## config.mk

```make
export PLATFORM = sky130hd
export DESIGN_NAME = fetchSeq
export DESIGN_NICKNAME = d
export VERILOG_FILES = /design/src/rtl/memPkg.sv /design/src/rtl/fetchSeq.sv
export SDC_FILE = /design/constraint.sdc
export NUM_CORES = 1
export LEC_CHECK = 0
export BUFFER_PORTS_ARGS = -buffer_cell sky130_fd_sc_hd__buf_4
export CAP_MARGIN = 0
export CORE_ASPECT_RATIO = 1.5
export CORE_MARGIN = 5
export CORE_UTILIZATION = 39
export DETAILED_ROUTE_END_ITERATION = 8
export PLACE_DENSITY = 0.73
export SLEW_MARGIN = 5
export SYNTH_ARGS = -nofsm -noshare
export SYNTH_HDL_FRONTEND = slang
export SYNTH_SLANG_ARGS = --single-unit
```

## constraint.sdc

```tcl
create_clock -name clk -period 2.85 [get_ports clk]
set_input_delay 0.1425 -clock clk [delete_from_list [all_inputs] [get_ports clk]]
set_output_delay 0.1425 -clock clk [all_outputs]
set_load 0.005 [all_outputs]
```

## src/rtl/memPkg.sv

```systemverilog
`default_nettype none

package memPkg;

    // byte address, 64 KiB of RAM
    localparam int unsigned ADDR_W    = 16;
    localparam int unsigned WORD_W    = 32;
    localparam int unsigned BYTE_W    = 8;
    localparam int unsigned RAM_DEPTH = 2 ** ADDR_W;

    // transfer length, code 2'b11 unused
    typedef enum logic [1:0] {
        LEN1 = 2'b00,
        LEN2 = 2'b01,
        LEN4 = 2'b10
    } accessLenE;

    typedef enum logic {
        OP_LOAD  = 1'b0,
        OP_STORE = 1'b1
    } dataOpE;

    // who owns the RAM port
    typedef enum logic [1:0] {
        OWN_IDLE  = 2'b00,
        OWN_FETCH = 2'b01,
        OWN_DATA  = 2'b10
    } ownerE;

    // single byte access from a sequencer
    typedef struct packed {
        logic              valid;
        logic              write;
        logic [ADDR_W-1:0] addr;
        logic [BYTE_W-1:0] wdata;
    } byteReqT;

    // word level command on the data port
    typedef struct packed {
        dataOpE            op;
        accessLenE         len;
        logic [ADDR_W-1:0] addr;
        logic [WORD_W-1:0] wdata;
    } dataCmdT;

endpackage

`default_nettype wire

```

## src/rtl/fetchSeq.sv

```systemverilog
`timescale 1ns/1ps
`default_nettype none

module fetchSeq (
    input  logic                      clk,
    input  logic                      i_arstN,
    input  logic                      i_clr,
    input  logic                      i_hold,
    input  logic                      i_fetchEn,
    input  logic [memPkg::ADDR_W-1:0] i_fetchAddr,
    input  logic                      i_grant,
    input  logic [memPkg::BYTE_W-1:0] i_rdByte,
    output memPkg::byteReqT           o_req,
    output logic                      o_last,
    output logic                      o_fetchDone,
    output logic [memPkg::WORD_W-1:0] o_fetchInst
);

    import memPkg::*;

    logic [2:0]        cntQ;
    logic              doneQ;
    logic [WORD_W-1:0] instQ;
    logic              active;
    logic              step;

    assign active = i_grant && i_fetchEn;
    assign step   = active && !i_hold;

    // stages 0..3 issue reads, stage 4 waits for the last byte
    always_ff @(posedge clk or negedge i_arstN) begin
        if (!i_arstN) begin
            cntQ  <= '0;
            doneQ <= 1'b0;
        end else if (i_clr) begin
            cntQ  <= '0;
            doneQ <= 1'b0;
        end else if (step) begin
            if (doneQ) begin
                doneQ <= 1'b0;
            end else if (cntQ == 3'd4) begin
                cntQ  <= '0;
                doneQ <= 1'b1;
            end else begin
                cntQ <= cntQ + 3'd1;
            end
        end
    end

    // byte k-1 comes back while stage k is active
    always_ff @(posedge clk) begin
        if (step && !doneQ && cntQ != '0) begin
            instQ <= {i_rdByte, instQ[WORD_W-1:BYTE_W]};
        end
    end

    always_comb begin
        o_req       = '0;
        o_req.valid = active && !doneQ && !cntQ[2];
        o_req.addr  = i_fetchAddr + ADDR_W'(cntQ[1:0]);
    end

    assign o_last      = doneQ;
    assign o_fetchDone = doneQ && !i_hold;
    assign o_fetchInst = instQ;

    // the arbiter must drop the grant right after the done cycle
    donePulse: assert property (@(posedge clk) disable iff (!i_arstN)
        o_fetchDone |=> !o_fetchDone);

endmodule

`default_nettype wire

```

Word-level counts from Yosys, hierarchy flattened
Index checks and enable logic that the tools add are counted.
Operators by class
  shift-type cells: 0
  multipliers: 0
  eq/ne operators: 2
  divide/modulo/power cells: 0
  bitwise operators: 0
  muxes and demuxes: 8
  reduce and logical (&&, ||, !) cells: 13
  add/sub/neg operators: 2
  magnitude comparators: 0
Operators with widths (count)
  $add 16x2->16: 1
  $mux 3: 4
  $logic_and 1x1->1: 7
  $mux 1: 4
  $add 3x1->3 const B: 1
  $eq 3x3->1 const B: 1
  $logic_not 1->1: 3
  $reduce_bool 3->1: 1
  $ne 2x2->1 const B: 1
  $reduce_and 2->1: 1
  $reduce_bool 2->1: 1
Storage, ports and cells
  memory bits (read-only): 0
  memories: 0
  output and inout port bits: 60
  input bits: 30
  memory bits (writable): 0
  latch bits: 0
  word-level logic and storage cells: 28
  bits in registers: 36

Logic depth before layout (Yosys ltp)
Gate-level depths: netlist (run 1).
  depth in word-level cells: 5
  mapped depth: 6
  depth with buffers taken out: 6

Worst setup path after synthesis (run 1)
Ideal clock, no wire load.
  kind: register to register
  start point: register doneQ, in the netlist o_last
  end point: register instQ[0], in the netlist o_fetchInst[0] (enable)
  clock period less this slack: 2.845 ns
  cell stages (with the launch flop): 3
  path buffers: 0
  arrival: 2.413 ns
  library setup time: 0.432 ns
  required time: 2.418 ns
  slack: 0.005 ns
  path through: dfrtp_1 > or3_1 > a21oi_1
On the way
  word-level cells in the longest chain between the ends: 3
RTL lines
  start, declared: line fetchSeq.sv:22  | logic doneQ;
  start signal, assigned: line fetchSeq.sv:34  | doneQ <= 1'b0;
  start signal, assigned: line fetchSeq.sv:37  | doneQ <= 1'b0;
  start signal, assigned: line fetchSeq.sv:40  | doneQ <= 1'b0;
  $logic_not 1->1: line fetchSeq.sv:52  | if (step && !doneQ && cntQ != '0) begin
  $logic_and 1x1->1 (2 in series): line fetchSeq.sv:52
  end signal, assigned: line fetchSeq.sv:53  | instQ <= {i_rdByte, instQ[WORD_W-1:BYTE_W]};
  end, declared: line fetchSeq.sv:23  | logic [WORD_W-1:0] instQ;
Every way passes these cells.
A chain may end at the register's enable or synchronous reset.

==> results.md, run 1 <==
* Die X at 62.0 µm
* HPWL after detailed placement at about 3000 µm
* Final wirelength at between 3000 and 4000 µm
* Yosys reg bits at 36
* Clock Sinks at 36
* Layout cells sized above 1 at 46.5%
* Post-synth cell types at 26
* Final Critical Period at 2260 ps
* Fin crit share at 79.2%
* Initial antenna violation count at 0
* Place WS at 897 ps
* Final Max Slew Viols at 0
* Synth top area cells: edfxtp_1 61%, xnor2_1 7.2%, dfrtp_1 6.3%
* Setup_tns at 0 ps
* Cell count after synthesis at 113
* Hold Vio Cnt, Final at 0
* Die area at 5450 µm²
* Clock Root Buffer: clkbuf_8
* CORE AREA at 3920 µm²
* Multi-input gate area at 472 µm²
* Outcome: complete, no violations
* CTS Buffer Depth at 2
* CP arrival at 2110 ps
* Syn avg cell area at 14.0 µm²
* Most common cell after layout, fill and taps aside: buf_4
* Area growth, synth to finish at 46.5%
* Crit-path cells: ha_1, inv_1, fa_1, nor3_2, nand3_1, xnor2_1, buf_4
* Synth warn at 0
* Hold crit path type: input pin to register
* Cell area after synthesis at 1580 µm²
* DR iter-0 viols at 23
* Remaining antenna violation count at 0
* Most frequent cells in the layout: 81 x buf_4, 32 x edfxtp_1, 13 x xnor2_1
* Die Y at 88.0 µm
* Antenna Cells at 0
* Max rail drop VDD at ~0.4 mV
* Maximum clock rate at roughly 440 MHz
* Final setup violation count at 0
* Crit. End Element: output port
* Crit Path Max Fanout at 5
* Power per cell area at 441 nW/µm²
* Htree depth at 2
* Setup slack after layout at approximately 600 ps
* Number of global-route vias before repair at 1,195
* DRC at 0
* Worst Skew at 3.62 ps
* Reg area at 1060 µm²
* Largest net degree at the start of global routing at 33
* Crit path largest cell delay at 430 ps
* Final hold slack at 33.0 ps
* Fillers at 330
* Nets at 236
* # placed instances at approximately 240
* Worst-path clk slew at around 70 ps
* WL per Instance at 14.5 µm
* TritonRoute pass-1 iters at 4
* Via Count at 1,156
* Data required time of the worst path at 2710 ps
* Worst-skew pair later-pin latency at 280 ps
* Final Wtd Congestion at just under 0.7
* Seq/Total Area, Yosys at 67.1%
* First-pass GRT wire length at 5460 µm
* GR Overflow Total at 0
* Fin cells at 247
* CTS buffer count at 5
* Critical path class: register to output port
* TritonCTS clock tree: yes
* RSZ-0062 raised after global routing: false
* All-Layer GR Usage at 13.6%
* Routed vias/inst at 4.68
* Synth top area share at 60.8%
* Post-layout total power at ~1.0 mW
* Post-CTS resize count at 0
* P_leak at 0.981 nW
* Row count at 28
* Initial core utilization at between 40% and 50%
* I/O pin count at 90
* CP startpoint kind: register
* Post-synth top area cell: edfxtp_1
* Max stage delay cell, worst path: dfrtp_1
* Max Cap Viol at 0
* IO buf count at 80
## final timing paths
kind,endpoint,slack (ps),depth (start not counted),from
max in group asynchronous,cntQ[2],2560,2,i_arstN
hold / removal,o_fetchInst[29],30,1,i_rdByte[5]
min in group asynchronous,cntQ[0],190,2,i_arstN
setup reg to reg,o_fetchInst[11],1120,3,o_last
setup / recovery,o_req[16],590,7,cntQ[0]
hold reg to reg,o_fetchInst[13],460,0,o_fetchInst[21]
## per-layer routing
layer	vias up	GRT usage (%)	part of all wire, %
met1	543	13.8	31
li1	556	-	-
met3	3	4.28	10
met4	0	5.02	1.0
met2	54	25.0	58
met5	-	0	0
## per-stage QoR
stage / util, % / instance area (µm²)
after CTS: 59.1 / 2320
after floorplan: - / 1610
after global routing: 59.1 / 2320
after global placement: 56.6 / 2220
final: 59.1 / 2320
after detailed placement: 56.6 / 2220
## registers in the layout (all words and copies together) (netlist names)
register	cells
cntQ	3
o_fetchInst	32
o_last	1
## cell families (layout without fill, tap and decap cells)
kind of cell | Yosys count | in the layout | share of synthesized area (%)
DFF | 36 | 36 | 67.1
and+or+nand+nor | 33 | 33 | 11.8
buffers and inverters | 15 | 96 | 5.70
xor gates and xnor gates | 14 | 14 | 7.75
AOI/OAI and AO/OA | 9 | 9 | 3.01
adders and majority gates | 5 | 5 | 4.43
other | 1 | 9 | 0.237
## worst max-delay path: cells and delay by family, from the launching register on
family,cells,cell delay (ps)
flops,1,430
xor+xnor,1,150
buf+inv,2,180
simple gates,2,470
fa+ha+maj,2,620
## cell usage after synthesis
cell type / instances
edfxtp_1: 32
xnor2_1: 13
nand2_1: 11
buf_4: 9
nand3_1: 7
a21oi_1: 6
inv_1: 6
dfrtp_1: 4
ha_1: 4
nand4_1: 2
nor2_1: 2
nor3_1: 2
o21ai_0: 2
a21o_1: 1
and2_1: 1
and3_1: 1
and4_1: 1
and4_4: 1
conb_1: 1
fa_1: 1
nand2_2: 1
nor2b_1: 1
nor3_2: 1
nor3b_4: 1
or3_1: 1
xor2_1: 1
## where the power goes
group,internal (mW),switching (mW)
sequential,0.574,0.00249
combinational,0.0596,0.0430
clock,0.170,0.173
total,0.803,0.219
## cell type report
type                            count  share of cell area, %
Sequential cell                    36                   45.8
Timing Repair Buffer               82                   26.7
Multi-Input combinational cell     70                   20.4
Clock buffer                        5                   2.97
Tap cell                           45                   2.43
Inverter                            6                  0.972
Clock inverter                      3                  0.810
## repair_timing
action                                 4_1_cts  5_1_grt
buffers inserted                             0        0
endpoints found under the hold margin        4        0
hold buffers                                 1        0
Power figures use the tool's default switching activity.
==> inputs of run 2 (changes only) <==
--- a/config.mk
+++ b/config.mk
@@ -5,13 +5,14 @@
 export SDC_FILE = /design/constraint.sdc
 export NUM_CORES = 1
 export LEC_CHECK = 0
+export ABC_AREA = 1
 export BUFFER_PORTS_ARGS = -buffer_cell sky130_fd_sc_hd__buf_4
 export CAP_MARGIN = 0
 export CORE_ASPECT_RATIO = 1.5
 export CORE_MARGIN = 5
-export CORE_UTILIZATION = 39
+export CORE_UTILIZATION = 40
 export DETAILED_ROUTE_END_ITERATION = 8
-export PLACE_DENSITY = 0.73
+export PLACE_DENSITY = 0.7
 export SLEW_MARGIN = 5
 export SYNTH_ARGS = -nofsm -noshare
 export SYNTH_HDL_FRONTEND = slang
==> constraint.sdc (replaced) <==
create_clock -name clk -period 2.3 [get_ports clk]
set_input_delay 0.115 -clock clk [delete_from_list [all_inputs] [get_ports clk]]
set_output_delay 0.115 -clock clk [all_outputs]
set_load 0.005 [all_outputs]
==> results.md, run 2 <==
* Outcome: complete, no violations
* Seq/Total Area, Yosys at 61.2%
* TritonRoute pass-1 iters at 4
* Final Wtd Congestion at 0.775
* Worst Skew at 5.61 ps
* Mux share of post-synthesis cell area at 0%
* Crit. End Element: output port
* Max rail drop VDD at 0.640 mV
* RSZ-0062 raised after global routing: false
* HPWL after detailed placement at 3160 µm
* Syn avg cell area at approximately 11 µm²
* Post-synth top area cell: edfxtp_1
* Worst-skew pair later-pin latency at 280 ps
* GR Overflow Total at 0
* Remaining antenna violation count at 0
* Post-Synth Adder-Cell Area at 4.04%
* Post-synth cell types at 25
* Area growth, synth to finish at 48.3%
* Routed vias/inst at 4.55
* IO buf count at 80
* Critical path class: register to output port
* Hold crit path type: input pin to register
* Max Cap Viol at 0
* Final Critical Period at 2170 ps
* Crit-path cells: ha_1, inv_1, fa_1, inv_1, nand3_2, nor2_4, nand3_1, nand2_1, nand2_1, buf_4
* Max stage delay cell, worst path: dfrtp_1
* Initial antenna violation count at 0
* Die area at 5780 µm²
* TritonCTS clock tree: yes
* Post-synthesis xor/xnor area fraction at 3.54%
* Row count at 29
* Layout cells sized above 1 at 41.3%
* Main combinational cell family by area after synthesis: simple AND/OR/NAND/NOR gates
* CORE AREA at 4210 µm²
* Max FFs per register at 32
* Synth Area in Simple Gates at approximately a fifth
* Htree depth at 2
* CP arrival at a little over 2000 ps
* Asr flop ratio synth at 11.1%
* Cell area after synthesis at about 1700 µm²
* Crit path max-delay family: adder cells
* Data required time of the worst path at roughly 2200 ps
* Antenna Cells at 0
* Final Max Slew Viols at 0
* Synth top area share at 55.5%
* Yosys reg bits at 36
* Die Y at 90.6 µm
* Final setup violation count at 0
* Post-layout total power at between 1.5 and 2 mW
* WL per Instance at 12.7 µm
* Cell count after synthesis at 157
* Most common cell after layout, fill and taps aside: buf_4
* Setup_tns at 0 ps
* DR iter-0 viols at 44
* Crit path largest cell delay at ~400 ps
* Crit Path Max Fanout at 5
* Synth top cells by count: 36 x nand2_1, 32 x edfxtp_1, 18 x inv_1
* CP startpoint kind: register
* Via Count at between 1,000 and 1,500
* Power per cell area at 605 nW/µm²
* Fin crit share at 94.4%
* All-Layer GR Usage at 13.6%
* Maximum clock rate at roughly 460 MHz
* Worst-path clk slew at 70 ps
* Count leader, synth: nand2_1
* Post-CTS resize count at 0
* DRC at 0
* Most frequent cells in the layout: 81 x buf_4, 36 x nand2_1, 32 x edfxtp_1
* Compound-Gate Fraction of Synth Area at 1.88%
* I/O pin count at 90
* Clock Sinks at 36
* Post-synth top flop: edfxtp_1
* Final wirelength at 3820 µm
* Initial core utilization at 41.2%
* Clock Root Buffer: clkbuf_8
* CTS Buffer Depth at 2
* CTS buffer count at 5
* Number of global-route vias before repair at 1,343
* P_leak at 1.16 nW
* Die X at around 64 µm
* Hold Vio Cnt, Final at 0
* Nets at 288
* Largest net degree at the start of global routing at 33
* First-pass GRT wire length at about 6200 µm
* Synth warn at 0
* Worst path bufs/invs at 3
* Synth top area cells: edfxtp_1 55%, nand2_1 7.8%, dfrtp_1 5.8%
* Number of enable flip-flop cells after synthesis at 32
-- run 2: cell types whose count changed in the layout (fill, tap and decap cells not counted), moves of 4 or more --
cell,change
inv_1,+12
nor2_2,+5
nand2_2,+4
dlygate4sd3_1,+8
nor2_1,+6
a21oi_1,-5
nand2_1,+25
xnor2_1,-8
-- run 2: cell type report --
type | count | area [µm²]
timing repair buffer | 90 | 698
clock inverter | 2 | 35.0
inverter | 19 | 71.3
fill | 367 | 1640
multi-input combinational | 101 | 574
sequential | 36 | 1060
clock buffer | 6 | 72.6
tap | 46 | 57.6
-- run 2: per-layer routing --
layer	vias up	track usage [%]	part of all wire [%]
met5	-	0	0
met4	0	6.76	2.0
met3	7	3.61	7.4
met2	55	25.3	58
met1	612	13.4	33
li1	692	-	-
-- run 2: through the flow --
stage / utilization (%) / hold WS (ps) / cell area (µm²) / setup slack [ps] / instances
floorplan: - / -181 / 1770 / 285 / 165
global placement: 56.4 / -82.8 / 2370 / 519 / 283
detailed placement: 56.4 / -79.1 / 2370 / 422 / 283
CTS: 60.6 / 0.137 / 2550 / 112 / 298
global route: 61.1 / 45.9 / 2570 / 9.96 / 300
finish: 61.1 / 47.5 / 2570 / 128 / 300
-- run 2: what timing repair did --
action / in CTS / in global routing
hold endpoints to repair: 10 / 2
hold buffers: 7 / 2
setup buffers: 0 / 0
-- run 2: where the power goes --
part | internal, mW | switching [mW] | total [mW] | leakage [nW]
clock network | 0.321 | 0.209 | 0.531 | 0.0552
registers | 0.740 | 0.0166 | 0.757 | 0.344
logic | 0.139 | 0.127 | 0.267 | 0.761
-- run 2: cell families (layout without fill, tap and decap cells) --
kind of cell | Yosys count | in the layout
AND/OR/NAND/NOR | 74 | 74
flip-flops | 36 | 36
buffers and inverters | 28 | 117
XOR/XNOR | 7 | 7
AO/OA/AOI/OAI | 6 | 6
adder cells (fa/ha/maj) | 5 | 5
other | 1 | 9
-- run 2: worst paths after layout --
path	start	end	slack [ps]	cells after the start
setup / recovery	cntQ[0]	o_req[22]	130	10
hold / removal	i_clr	o_last	50	2
setup reg to reg	cntQ[1]	o_fetchInst[25]	730	4
hold reg to reg	o_fetchInst[10]	o_fetchInst[2]	450	0
max in group asynchronous	i_arstN	o_last	2040	2
min in group asynchronous	i_arstN	cntQ[1]	160	2
-- run 2: worst register-to-register path: stages (launching register included) --
cell     delay [ps]
dfrtp_1         410
inv_1           100
ha_1            230
a21oi_4         120
buf_4           360
