$ cat src/rtl/memPkg.sv
`default_nettype none

package memPkg;

    // byte address, 64 KiB of RAM
    localparam int unsigned ADDR_W    = 16;
    localparam int unsigned WORD_W    = 32;
    localparam int unsigned BYTE_W    = 8;
    localparam int unsigned RAM_DEPTH = 2 ** ADDR_W;

    // transfer length, code 2'b11 unused
    typedef enum logic [1:0] {
        LEN1 = 2'b00,
        LEN2 = 2'b01,
        LEN4 = 2'b10
    } accessLenE;

    typedef enum logic {
        OP_LOAD  = 1'b0,
        OP_STORE = 1'b1
    } dataOpE;

    // who owns the RAM port
    typedef enum logic [1:0] {
        OWN_IDLE  = 2'b00,
        OWN_FETCH = 2'b01,
        OWN_DATA  = 2'b10
    } ownerE;

    // single byte access from a sequencer
    typedef struct packed {
        logic              valid;
        logic              write;
        logic [ADDR_W-1:0] addr;
        logic [BYTE_W-1:0] wdata;
    } byteReqT;

    // word level command on the data port
    typedef struct packed {
        dataOpE            op;
        accessLenE         len;
        logic [ADDR_W-1:0] addr;
        logic [WORD_W-1:0] wdata;
    } dataCmdT;

endpackage

`default_nettype wire

$ cat src/rtl/busArbiter.sv
`timescale 1ns/1ps
`default_nettype none

module busArbiter (
    input  logic                      clk,
    input  logic                      i_arstN,
    input  logic                      i_clr,
    input  logic                      i_hold,
    input  logic                      i_fetchEn,
    input  logic                      i_dataEn,
    input  memPkg::byteReqT           i_fetchReq,
    input  memPkg::byteReqT           i_dataReq,
    input  logic                      i_fetchLast,
    input  logic                      i_dataLast,
    input  logic [memPkg::BYTE_W-1:0] i_ramRdByte,
    output logic                      o_fetchGrant,
    output logic                      o_dataGrant,
    output memPkg::byteReqT           o_ramReq,
    output logic [memPkg::BYTE_W-1:0] o_rdByte
);

    import memPkg::*;

    ownerE   ownerQ;
    byteReqT sel;

    // data side wins when both ask at idle
    always_ff @(posedge clk or negedge i_arstN) begin
        if (!i_arstN) begin
            ownerQ <= OWN_IDLE;
        end else if (i_clr) begin
            ownerQ <= OWN_IDLE;
        end else if (!i_hold) begin
            case (ownerQ)
                OWN_IDLE: begin
                    if (i_dataEn) begin
                        ownerQ <= OWN_DATA;
                    end else if (i_fetchEn) begin
                        ownerQ <= OWN_FETCH;
                    end
                end
                OWN_FETCH: begin
                    if (i_fetchLast) begin
                        ownerQ <= OWN_IDLE;
                    end
                end
                OWN_DATA: begin
                    if (i_dataLast) begin
                        ownerQ <= OWN_IDLE;
                    end
                end
                default: begin
                    ownerQ <= OWN_IDLE;
                end
            endcase
        end
    end

    assign o_fetchGrant = (ownerQ == OWN_FETCH);
    assign o_dataGrant  = (ownerQ == OWN_DATA);

    always_comb begin
        case (ownerQ)
            OWN_FETCH: sel = i_fetchReq;
            OWN_DATA:  sel = i_dataReq;
            default:   sel = '0;
        endcase
        o_ramReq       = sel;
        // RAM must not change while the core is stalled
        o_ramReq.write = sel.write && !i_hold;
    end

    // both sequencers see every read byte, only the owner uses it
    assign o_rdByte = i_ramRdByte;

    // a sequencer drives the port only while it holds the grant
    reqNeedsGrant: assert property (@(posedge clk) disable iff (!i_arstN)
        (!i_fetchReq.valid || o_fetchGrant) && (!i_dataReq.valid || o_dataGrant));

    // a write held back by the stall is still pending next cycle
    heldWriteKept: assert property (@(posedge clk) disable iff (!i_arstN)
        sel.valid && sel.write && i_hold && !i_clr
        |=> sel.valid && sel.write && $stable(sel.addr));

endmodule

`default_nettype wire

$ cat config.mk
export PLATFORM = sky130hd
export DESIGN_NAME = busArbiter
export DESIGN_NICKNAME = d
export VERILOG_FILES = /design/src/rtl/memPkg.sv /design/src/rtl/busArbiter.sv
export SDC_FILE = /design/constraint.sdc
export NUM_CORES = 1
export LEC_CHECK = 0
export ABC_AREA = 1
export BUFFER_PORTS_ARGS = -buffer_cell sky130_fd_sc_hd__buf_2
export CAP_MARGIN = 20
export CORE_UTILIZATION = 29
export CTS_BUF_LIST = sky130_fd_sc_hd__clkbuf_8 sky130_fd_sc_hd__clkbuf_16
export DETAILED_ROUTE_END_ITERATION = 6
export PLACE_DENSITY = 0.83
export SYNTH_ARGS = -nofsm -noshare
export SYNTH_HDL_FRONTEND = slang
export SYNTH_SLANG_ARGS = --single-unit
$ cat constraint.sdc
create_clock -name clk -period 1.65 [get_ports clk]
set_input_delay 0.165 -clock clk [delete_from_list [all_inputs] [get_ports clk]]
set_output_delay 0.165 -clock clk [all_outputs]
set_load 0.005 [all_outputs]
======== Yosys cells after proc, flatten, opt, wreduce, memory -nomap -nowiden ========
Index checks and enable logic that the tools add are counted.
storage, ports and cells
  input port bits ......................... 68
  bits in registers ....................... 2
operators by class
  equality and inequality tests ........... 6
  reductions and logical operators ........ 4
  multiplexer cells ....................... 8
operator list
  operator                                                         count
  26-bit case mux with 2 select lines                              1
  2-bit two-way mux                                                6
  3-bit inequality test, second input constant                     2
  2-bit case mux with 3 select lines                               1
  4-bit inequality test, second input constant                     1
  4-bit AND reduction                                              1
  2-bit by 1-bit == test with 1-bit output, second input constant  1
  2-bit == test, second input constant                             1
  2-bit logical NOT                                                1
  2-bit inequality test, second input constant                     1
  1-bit logical AND                                                1
  1-bit logical NOT                                                1

======== Longest topological paths before layout ========
Gate-level depths: netlist of the first run.
  depth after elaboration ................. 5
  depth in mapped cells ................... 9

======== Worst setup path before layout of the first run ========
No wires, ideal clock.
  path type ............................... register -> output
  start ................................... register ownerQ[0]
  end ..................................... output port o_ramReq[0] (netlist bit)
  cell stages (with the launch flop) ...... 7
  setup slack ............................. 0.348 ns
  data required time ...................... 1.485 ns
  data arrival time ....................... 1.137 ns
  path buffers ............................ 2
  path through ............................ dfrtp_1 inv_1 ha_1 buf_4 buf_4 nand2_1 a21oi_1
RTL lines
  element                 line              source
  start, declared         busArbiter.sv:24  ownerE ownerQ;
  start signal, assigned  busArbiter.sv:30  ownerQ <= OWN_IDLE;
  start signal, assigned  busArbiter.sv:32  ownerQ <= OWN_IDLE;
  start signal, assigned  busArbiter.sv:37  ownerQ <= OWN_DATA;
  end, declared           busArbiter.sv:18  output memPkg::byteReqT o_ramReq,

==> results of run 1 <==
## metal layers
| metal | track usage, % | share of wire, % | up-vias |
|---|---|---|---|
| li1 | - | - | 559 |
| met3 | 3.03 | 8.3 | 3 |
| met1 | 16.5 | 40 | 446 |
| met2 | 31.6 | 50 | 51 |
| met4 | 9.72 | 1.5 | 0 |
| met5 | 0 | 0 | - |
## cell type report
| cell class | instances | area (um2) |
|---|---|---|
| fillers | 233 | 998 |
| multi-input cells | 101 | 522 |
| flip-flops and latches | 2 | 50.0 |
| clock buffers | 3 | 41.3 |
| well taps | 28 | 35.0 |
| repair buffers | 96 | 533 |
| inverters | 8 | 32.5 |
## stage by stage
step	instance area, um2	worst slack, ps
6_report	1210	94.0
5_1_grt	1210	-3.89
4_1_cts	1140	-2.50
3_5_place_dp	1080	210
3_3_place_gp	1080	239
2_1_floorplan	687	348
## repair_timing
item | in CTS | in global routing
setup endpoints to repair | 20 | 26
cloned | 0 | 1
gates resized for setup | 3 | 11
pin swaps | 0 | 1
hold endpoints to repair | 2 | 0
hold buffers | 1 | 0
buffers inserted | 0 | 2
## power by group through the flow
stage	sequential, mW	clock [mW]	combinational, mW
floorplan	0.0633	0	0.273
global placement	0.0643	0	0.430
detailed placement	0.0653	0	0.435
CTS	0.0650	0.209	0.448
global route	0.0638	0.216	0.557
finish	0.0628	0.202	0.502
## worst paths after layout
kind | startpoint | to | slack (ps) | cells after the start
max | ownerQ[0] | o_ramReq[11] | 90 | 6
min | i_arstN | ownerQ[0] | 260 | 2
max reg2reg | ownerQ[0] | ownerQ[1] | 390 | 9
min reg2reg | ownerQ[0] | ownerQ[0] | 530 | 2
max in group asynchronous | i_arstN | ownerQ[1] | 1290 | 2
min in group clk | i_dataEn | ownerQ[0] | 270 | 4
## cell families (layout without fill, tap and decap cells)
logic type	Yosys count	after routing	synth area share, %
buffers and inverters	24	107	22.8
adder cells (fa/ha/maj)	5	5	9.11
flip-flops	2	2	7.29
AO/OA/AOI/OAI	28	28	21.5
AND/OR/NAND/NOR	68	68	39.3
## synthesized netlist by cell type (all sizes together)
master,n
nand2,60
a21oi,25
buf,16
inv,7
ha,5
nor2,4
nand3,3
dfrtp,2
o21ai,2
a211oi,1
clkinv,1
nor3,1
## worst register-to-register path: cells and delay by family, from the launching register on
kind                     cells  cell delay [ps]
flip-flops                   1              390
buffers and inverters        3              240
adder cells (fa/ha/maj)      1              150
AND/OR/NAND/NOR              5              340
==> results_dict.tcl, run 1 <==
set metrics [dict create \
    outcome "completed" \
    p_sw_share_pct 41.1 \
    min_path_type "in -> async" \
    root_buffer "clkbuf_8" \
    relSlewSlack_pct 90.0 \
    grt_start_max_net_pins 21 \
    cts_buffer_depth 2 \
    vias 1059 \
    pin_count 104 \
    ys_types 17 \
    antenna_found_initial 0 \
    path_delay_family "buffers and inverters" \
    worstPathArrival_ps 1390 \
    gp_congestion 0.711 \
    row_count 17 \
    die_x_um 50.7 \
    grt_pass1_wl_mm 3.25 \
    largestRegisters "ownerQ x2" \
    portBuffers 87 \
    synth_top_area_share_pct 31.7 \
    power_frac_seq_pct 8.2 \
    core_area_mm2 0.00221 \
    hpwl_mm 1.71 \
    synthCells 127 \
    start_kind "flip-flop" \
    final_antenna_net_count 0 \
    cellLeakagePower_nw 0.661 \
    clk_pin_slew_worst_paths_ps 30 \
    clock-sinks 2 \
    drv_cap 0 \
    crit_chain "inv_2 > ha_4 > clkbuf_4 > nand2_1 > a21oi_1 > buf_2" \
    clk_latency_ps 220 \
    remaining_drc_errors 0 \
    setup_violations 0 \
    period_needed_ps 1560 \
    grt.total_usage_pct 16.6 \
    power_mw 0.766 \
    power.switching_mw 0.315 \
    fin_skew_ps 2.69 \
    intPower_mw 0.451 \
    dieArea_mm2 0.00257 \
    crit_fanout 9 \
    htreeDepth 1 \
    ys_ff_latch 2 \
    drt_wl_total_mm 2.26 \
    clkPwrFrac_pct 26.3 \
    cpMaxStageDelayCell "dfrtp_1" \
    nets 285 \
    synth_nets 200 \
    worstSetupPathType "reg -> out" \
    synth_area_per_cell_um2 5.41 \
    most-common-layout-cells "87 x buf_2, 58 x nand2_1, 24 x a21oi_1, 4 x nor2_1" \
    report.final.hold_viol_count 0 \
    period_share_pct 94.3 \
    worst_slew_pin_slew_ps 149 \
    final_util_pct 54.9 \
    yosys_warnings 0 \
    tns_ps 0 \
    p_comb_share_pct 65.5 \
    synth_area_um2 687 \
    path_buf_inv 3 \
    place_inst 231 \
    synth_area_leaders "nand2_1 32%, a21oi_1 18%, buf_4 12%, ha_1 9.1%, dfrtp_1 7.3%" \
    peakVddDrop_mv 0.542 \
    power_density_mw_per_mm2 631 \
    max_freq_mhz 643 \
    avgRoutedWirePerCell_um 9.51 \
    drtIter0Drc 11 \
    start_util_pct 31.1 \
    drive_above_1_share_pct 52.4 \
    grt_pass1_vias 841 \
    fp.dieH_um 50.7 \
    yosysSeqAreaShare_pct 7.29 \
    cts_tree "yes" \
    layout_commonest_cell "buf_2" \
    regMostFlops "ownerQ" \
    timing.hold.ws_ps 262 \
    antennaDiodeCount 0 \
    largest_reg_flops 2 \
    required_ps 1480 \
    cts_inserted_buffers 3 \
    synthToLayoutAreaGrowth_pct 76.7 \
    grt.overflow.total 0 \
    endpoint_kind "primary output" \
    fin_cells 238 \
    max_stage_delay_ps 390 \
    vias_per_cell 4.45 \
    synth_top_area_cell "nand2_1" \
    drv_slew 0 \
    firstDrtPassIters 4 \
]
Power figures use the tool's default switching activity.
==> run 2, diff against run 1 <==
--- a/config.mk
+++ b/config.mk
@@ -11,7 +11,7 @@
 export CORE_UTILIZATION = 29
 export CTS_BUF_LIST = sky130_fd_sc_hd__clkbuf_8 sky130_fd_sc_hd__clkbuf_16
 export DETAILED_ROUTE_END_ITERATION = 6
-export PLACE_DENSITY = 0.83
+export PLACE_DENSITY = 0.8
 export SYNTH_ARGS = -nofsm -noshare
 export SYNTH_HDL_FRONTEND = slang
 export SYNTH_SLANG_ARGS = --single-unit
==> run 2 against run 1 <==
  * Critical path depth shrank 1
  * Largest power group unchanged
  * Global-route usage shrank 0.80 points
  * Via count shrank 2.7%
  * Largest cell class is now multi-input gates
  * Sequential share of layout area grew 0.22 points
==> results_dict.tcl, run 2 (synthesis results as in run 1) <==
set metrics [dict create \
    die_x_um 50.7 \
    cts_inserted_buffers 3 \
    grt_pass1_vias 798 \
    avgRoutedWirePerCell_um 9.13 \
    power.switching_mw 0.305 \
    antenna_found_initial 0 \
    drt_wl_total_mm 2.15 \
    root_buffer "clkbuf_8" \
    layout_commonest_cell "buf_2" \
    clk_pin_slew_worst_paths_ps 30 \
    gp_congestion 0.734 \
    relSlewSlack_pct 87.2 \
    largest_reg_flops 2 \
    drv_slew 0 \
    dieArea_mm2 0.00257 \
    period_needed_ps 1530 \
    endpoint_kind "primary output" \
    crit_chain "inv_4 > ha_4 > inv_6 > a211oi_2 > buf_2" \
    final_antenna_net_count 0 \
    cts_buffer_depth 2 \
    portBuffers 87 \
    start_util_pct 31.1 \
    drtIter0Drc 9 \
    pin_count 104 \
    min_path_type "in -> reg" \
    grt_pass1_wl_mm 3.11 \
    r2r_slack_ps 390 \
    place_ws_ps 157 \
    largestRegisters "ownerQ x2" \
    cellLeakagePower_nw 0.639 \
    min-delay-start "i_dataEn" \
    final_util_pct 53.4 \
    cpMaxStageDelayCell "dfrtp_2" \
    grt_start_max_net_pins 27 \
    drv_cap 0 \
    p_comb_share_pct 63.2 \
    reg2regPathDepth 9 \
    vias_per_cell 4.38 \
    period_share_pct 92.9 \
    hold_depth 4 \
    seqCellArea_um2 51.3 \
    required_ps 1480 \
    nFillCells 233 \
    crit_fanout 26 \
    most-common-layout-cells "87 x buf_2, 58 x nand2_1, 24 x a21oi_1, 4 x nor2_1" \
    tns_ps 0 \
    power_density_mw_per_mm2 612 \
    p_sw_share_pct 42.1 \
    fp.dieH_um 50.7 \
    hpwl_mm 1.64 \
    grt.total_usage_pct 15.8 \
    nets 282 \
    clkPwrFrac_pct 27.4 \
    intPower_mw 0.418 \
    clock-sinks 2 \
    worstPathArrival_ps 1370 \
    hold_end "ownerQ[0]" \
    worstSetupPathType "reg -> out" \
    power_frac_seq_pct 9.4 \
    worst_slew_pin_slew_ps 191 \
    outcome "completed" \
    peakVddDrop_mv 0.634 \
    drive_above_1_share_pct 52.2 \
    clk_latency_ps 220 \
    fin_skew_ps 6.98 \
    start_kind "flip-flop" \
    remaining_drc_errors 0 \
    htreeDepth 1 \
    cts_tree "yes" \
    core_area_mm2 0.00221 \
    grt.overflow.total 0 \
    multi_input_area_um2 522 \
    place_area_mm2 0.00106 \
    rsz0062_at_grt "no" \
    r2r_end "ownerQ[1]" \
    max_freq_mhz 652 \
    antennaDiodeCount 0 \
    row_count 17 \
    synthToLayoutAreaGrowth_pct 71.9 \
    reg2reg_from "ownerQ[1]" \
    regMostFlops "ownerQ" \
    firstDrtPassIters 4 \
    layout_setup_ws_ps 117 \
    max_stage_delay_ps 420 \
    vias 1030 \
    report.final.hold_viol_count 0 \
    fin_area_mm2 0.00118 \
    setup_violations 0 \
]
## run 2: changes by cell type in the layout (fill, tap and decap cells not counted), sizes merged
cell,previous run,this run
buf,94,92
clkbuf,4,3
## run 2: worst max-delay path: cells and delay by family (launching register included)
kind | cells | cell delay [ps]
flops | 1 | 420
buf+inv | 3 | 280
fa+ha+maj | 1 | 280
compound gates | 1 | 180
## run 2: power by group through the flow
| stage | logic, mW | clock network, mW | registers [mW] |
|---|---|---|---|
| floorplan | 0.273 | 0 | 0.0633 |
| finish | 0.457 | 0.198 | 0.0677 |
| global placement | 0.397 | 0 | 0.0646 |
| global route | 0.516 | 0.209 | 0.0688 |
| detailed placement | 0.400 | 0 | 0.0646 |
| CTS | 0.414 | 0.206 | 0.0644 |
## run 2: cell type report
class                   count  area share [%]
well taps                  28            2.97
inverters                   8            3.18
flip-flops and latches      2            4.34
multi-input cells         101            44.2
repair buffers             93            41.8
clock buffers               3            3.50
## run 2: metrics by stage
stage | hold WS [ps] | power (mW) | cells
after floorplan | -131 | 0.336 | 127
after global placement | -48.8 | 0.462 | 230
after detailed placement | -44.4 | 0.465 | 230
after CTS | 251 | 0.685 | 234
after global routing | 268 | 0.793 | 235
final | 251 | 0.723 | 235
## run 2: timing repair
item | CTS | global route
hold endpoints to repair | 2 | 0
resized for setup | 3 | 12
setup buffers | 0 | 1
hold buffers | 1 | 0
endpoints found under the setup margin | 26 | 26
## run 2: how the worst max path moves through the flow
stage | slack, ps | to | cells past startpoint | start
final | 120 | o_ramReq[24] | 5 | ownerQ[1]
after global routing | 8 | o_ramReq[18] | 6 | ownerQ[1]
after CTS | 7 | o_ramReq[1] | 6 | ownerQ[0]
after detailed placement | 160 | o_ramReq[19] | 5 | ownerQ[0]
after global placement | 170 | o_ramReq[4] | 5 | ownerQ[0]
after floorplan | 350 | o_ramReq[0] | 6 | ownerQ[0]
## run 2: layer usage
metal  global-route usage [%]  share of wire, %  vias to the layer above
met5                        0                 0                        -
li1                         -                 -                      551
met4                     6.02              0.89                        0
met3                     3.64               9.8                        2
met2                     30.4                49                       47
met1                     16.1                40                      430
==> run 3, diff against run 2 <==
--- a/config.mk
+++ b/config.mk
@@ -7,11 +7,12 @@
 export LEC_CHECK = 0
 export ABC_AREA = 1
 export BUFFER_PORTS_ARGS = -buffer_cell sky130_fd_sc_hd__buf_2
-export CAP_MARGIN = 20
+export CAP_MARGIN = 40
 export CORE_UTILIZATION = 29
 export CTS_BUF_LIST = sky130_fd_sc_hd__clkbuf_8 sky130_fd_sc_hd__clkbuf_16
 export DETAILED_ROUTE_END_ITERATION = 6
 export PLACE_DENSITY = 0.8
+export SETUP_SLACK_MARGIN = 0.5
 export SYNTH_ARGS = -nofsm -noshare
 export SYNTH_HDL_FRONTEND = slang
 export SYNTH_SLANG_ARGS = --single-unit
==> run 3 against run 2 <==
  * Critical path depth increased by 2
  * Global-route usage increased by 3.8 points
  * Clock power decreased by 4%
  * Worst setup slack got worse by 74 ps
  * Maximum frequency decreased by 4.6%
  * Non-clock buffer count increased by 14
  * Highest routed layer unchanged
  * Total power increased by 56%
  * Final cell count increased by 6.0%
  * Clock skew decreased by 6.0 ps
  * Utilization increased by 21 points
  * Routed wire length increased by 39%
  * Combinational power increased by 92%
==> results_dict.tcl, run 3 (synthesis results as in run 1) <==
set metrics [dict create \
    fin_skew_ps 0.986 \
    report.final.hold_viol_count 0 \
    crit_chain "inv_2 > ha_4 > buf_12 > clkbuf_16 > nand2_1 > a21oi_2 > buf_2" \
    gp_congestion 0.676 \
    cellLeakagePower_nw 0.842 \
    start_kind "flip-flop" \
    grt.overflow.total 0 \
    outcome "completed" \
    grt.total_usage_pct 19.6 \
    setup_violations 0 \
    path_delay_family "buffers and inverters" \
    htreeDepth 1 \
    grt_pass1_wl_mm 3.95 \
    path_buf_inv 4 \
    required_ps 1480 \
    fp.dieH_um 50.7 \
    worst_slew_pin_slew_ps 225 \
    core_area_mm2 0.00221 \
    final_antenna_net_count 0 \
    die_x_um 50.7 \
    grt_pass1_vias 923 \
    start_util_pct 31.1 \
    worstSetupPathType "reg -> out" \
    power_density_mw_per_mm2 684 \
    antennaDiodeCount 0 \
    drt_wl_total_mm 2.98 \
    min_path_type "in -> async" \
    regMostFlops "ownerQ" \
    root_buffer "clkbuf_8" \
    place_inst 231 \
    cts_inserted_buffers 3 \
    worstPathArrival_ps 1440 \
    period_share_pct 97.4 \
    nets 296 \
    vias 1167 \
    dieArea_mm2 0.00257 \
    antenna_found_initial 0 \
    firstDrtPassIters 4 \
    cts_tree "yes" \
    row_count 17 \
    clk_pin_slew_worst_paths_ps 30 \
    endpoint_kind "primary output" \
    fin_area_mm2 0.00165 \
    cpMaxStageDelayCell "dfrtp_1" \
    portBuffers 87 \
    clock-sinks 2 \
    grt_start_max_net_pins 14 \
    period_needed_ps 1610 \
    relSlewSlack_pct 84.9 \
    clk_latency_ps 210 \
    place_area_mm2 0.00116 \
    place_ws_ps 217 \
    hpwl_mm 1.81 \
    rsz0062_at_grt "yes" \
    remaining_drc_errors 0 \
    largest_reg_flops 2 \
    vias_per_cell 4.69 \
    timing.hold.ws_ps 277 \
    crit_fanout 6 \
    tns_ps 0 \
    layout_setup_ws_ps 43.4 \
    peakVddDrop_mv 0.897 \
    largestRegisters "ownerQ x2" \
    avgRoutedWirePerCell_um 12.0 \
    drv_cap 0 \
    fin_cells 249 \
    cts_buffer_depth 2 \
    drv_slew 0 \
    drive_above_1_share_pct 78.7 \
    layout_commonest_cell "buf_2" \
    synthToLayoutAreaGrowth_pct 141 \
    most-common-layout-cells "87 x buf_2, 35 x nand2_1, 24 x a21oi_2, 16 x nand2_2, 9 x nand2_4" \
    drtIter0Drc 9 \
    pin_count 104 \
    max_stage_delay_ps 380 \
    max_freq_mhz 622 \
]
==> run 3: cell types whose count changed in the layout (fill, tap and decap cells not counted), moves of 3 or more <==
cell | previous run | this run
a21oi_1 | 24 | 1
a21oi_2 | 1 | 24
buf_12 | 0 | 4
buf_4 | 2 | 5
inv_2 | 2 | 5
nand2_1 | 58 | 35
nand2_2 | 2 | 16
nand2_4 | 0 | 9
==> run 3: power by group <==
part           leakage [nW]  internal [mW]  switching (mW)  total [mW]
combinational         0.794          0.453           0.425       0.878
sequential           0.0266         0.0568         0.00630      0.0631
clock                0.0216          0.154          0.0356       0.190
total                 0.842          0.664           0.467        1.13
==> run 3: worst paths after layout <==
check | end | slack [ps] | depth (start not counted) | startpoint
max | o_ramReq[4] | 40 | 7 | ownerQ[1]
min | ownerQ[0] | 280 | 2 | i_arstN
max reg2reg | ownerQ[0] | 360 | 7 | ownerQ[0]
min reg2reg | ownerQ[1] | 680 | 3 | ownerQ[1]
max in group asynchronous | ownerQ[1] | 1270 | 2 | i_arstN
min in group clk | ownerQ[0] | 280 | 4 | i_dataEn
==> run 3: per-stage QoR <==
stage,utilization (%),power [mW]
after floorplan,-,0.420
after global placement,52.5,0.547
after detailed placement,52.5,0.550
after CTS,66.2,1.01
after global routing,74.7,1.20
final,74.7,1.13
==> run 3: layout make-up <==
type | count | area (um2)
Timing Repair Buffer | 107 | 739
Clock buffer | 3 | 41.3
Inverter | 8 | 37.5
Tap cell | 28 | 35.0
Fill cell | 194 | 559
Multi-Input combinational cell | 101 | 749
Sequential cell | 2 | 50.0
==> run 3: layer usage <==
layer | track usage, % | up-vias | wire [um]
met2 | 39.1 | 52 | 1590
met4 | 4.17 | 0 | 10
met3 | 2.12 | 2 | 202
met5 | 0 | - | 0
li1 | - | 583 | -
met1 | 21.7 | 530 | 1190
==> run 3: worst reg2reg max path, stage by stage (launching register included) <==
cell,delay [ps]
dfrtp_1,390
buf_6,140
buf_4,150
ha_4,160
nand2_2,50
nand2_2,70
o21ai_2,150
nand2_2,70
==> run 3: repair_timing <==
item | CTS | global route
endpoints found under the setup margin | 30 | 30
hold endpoints to repair | 2 | 0
setup buffers | 9 | 0
hold buffers | 1 | 0
gates cloned | 3 | 2
resized for setup | 27 | 37
pin swaps | 4 | 26
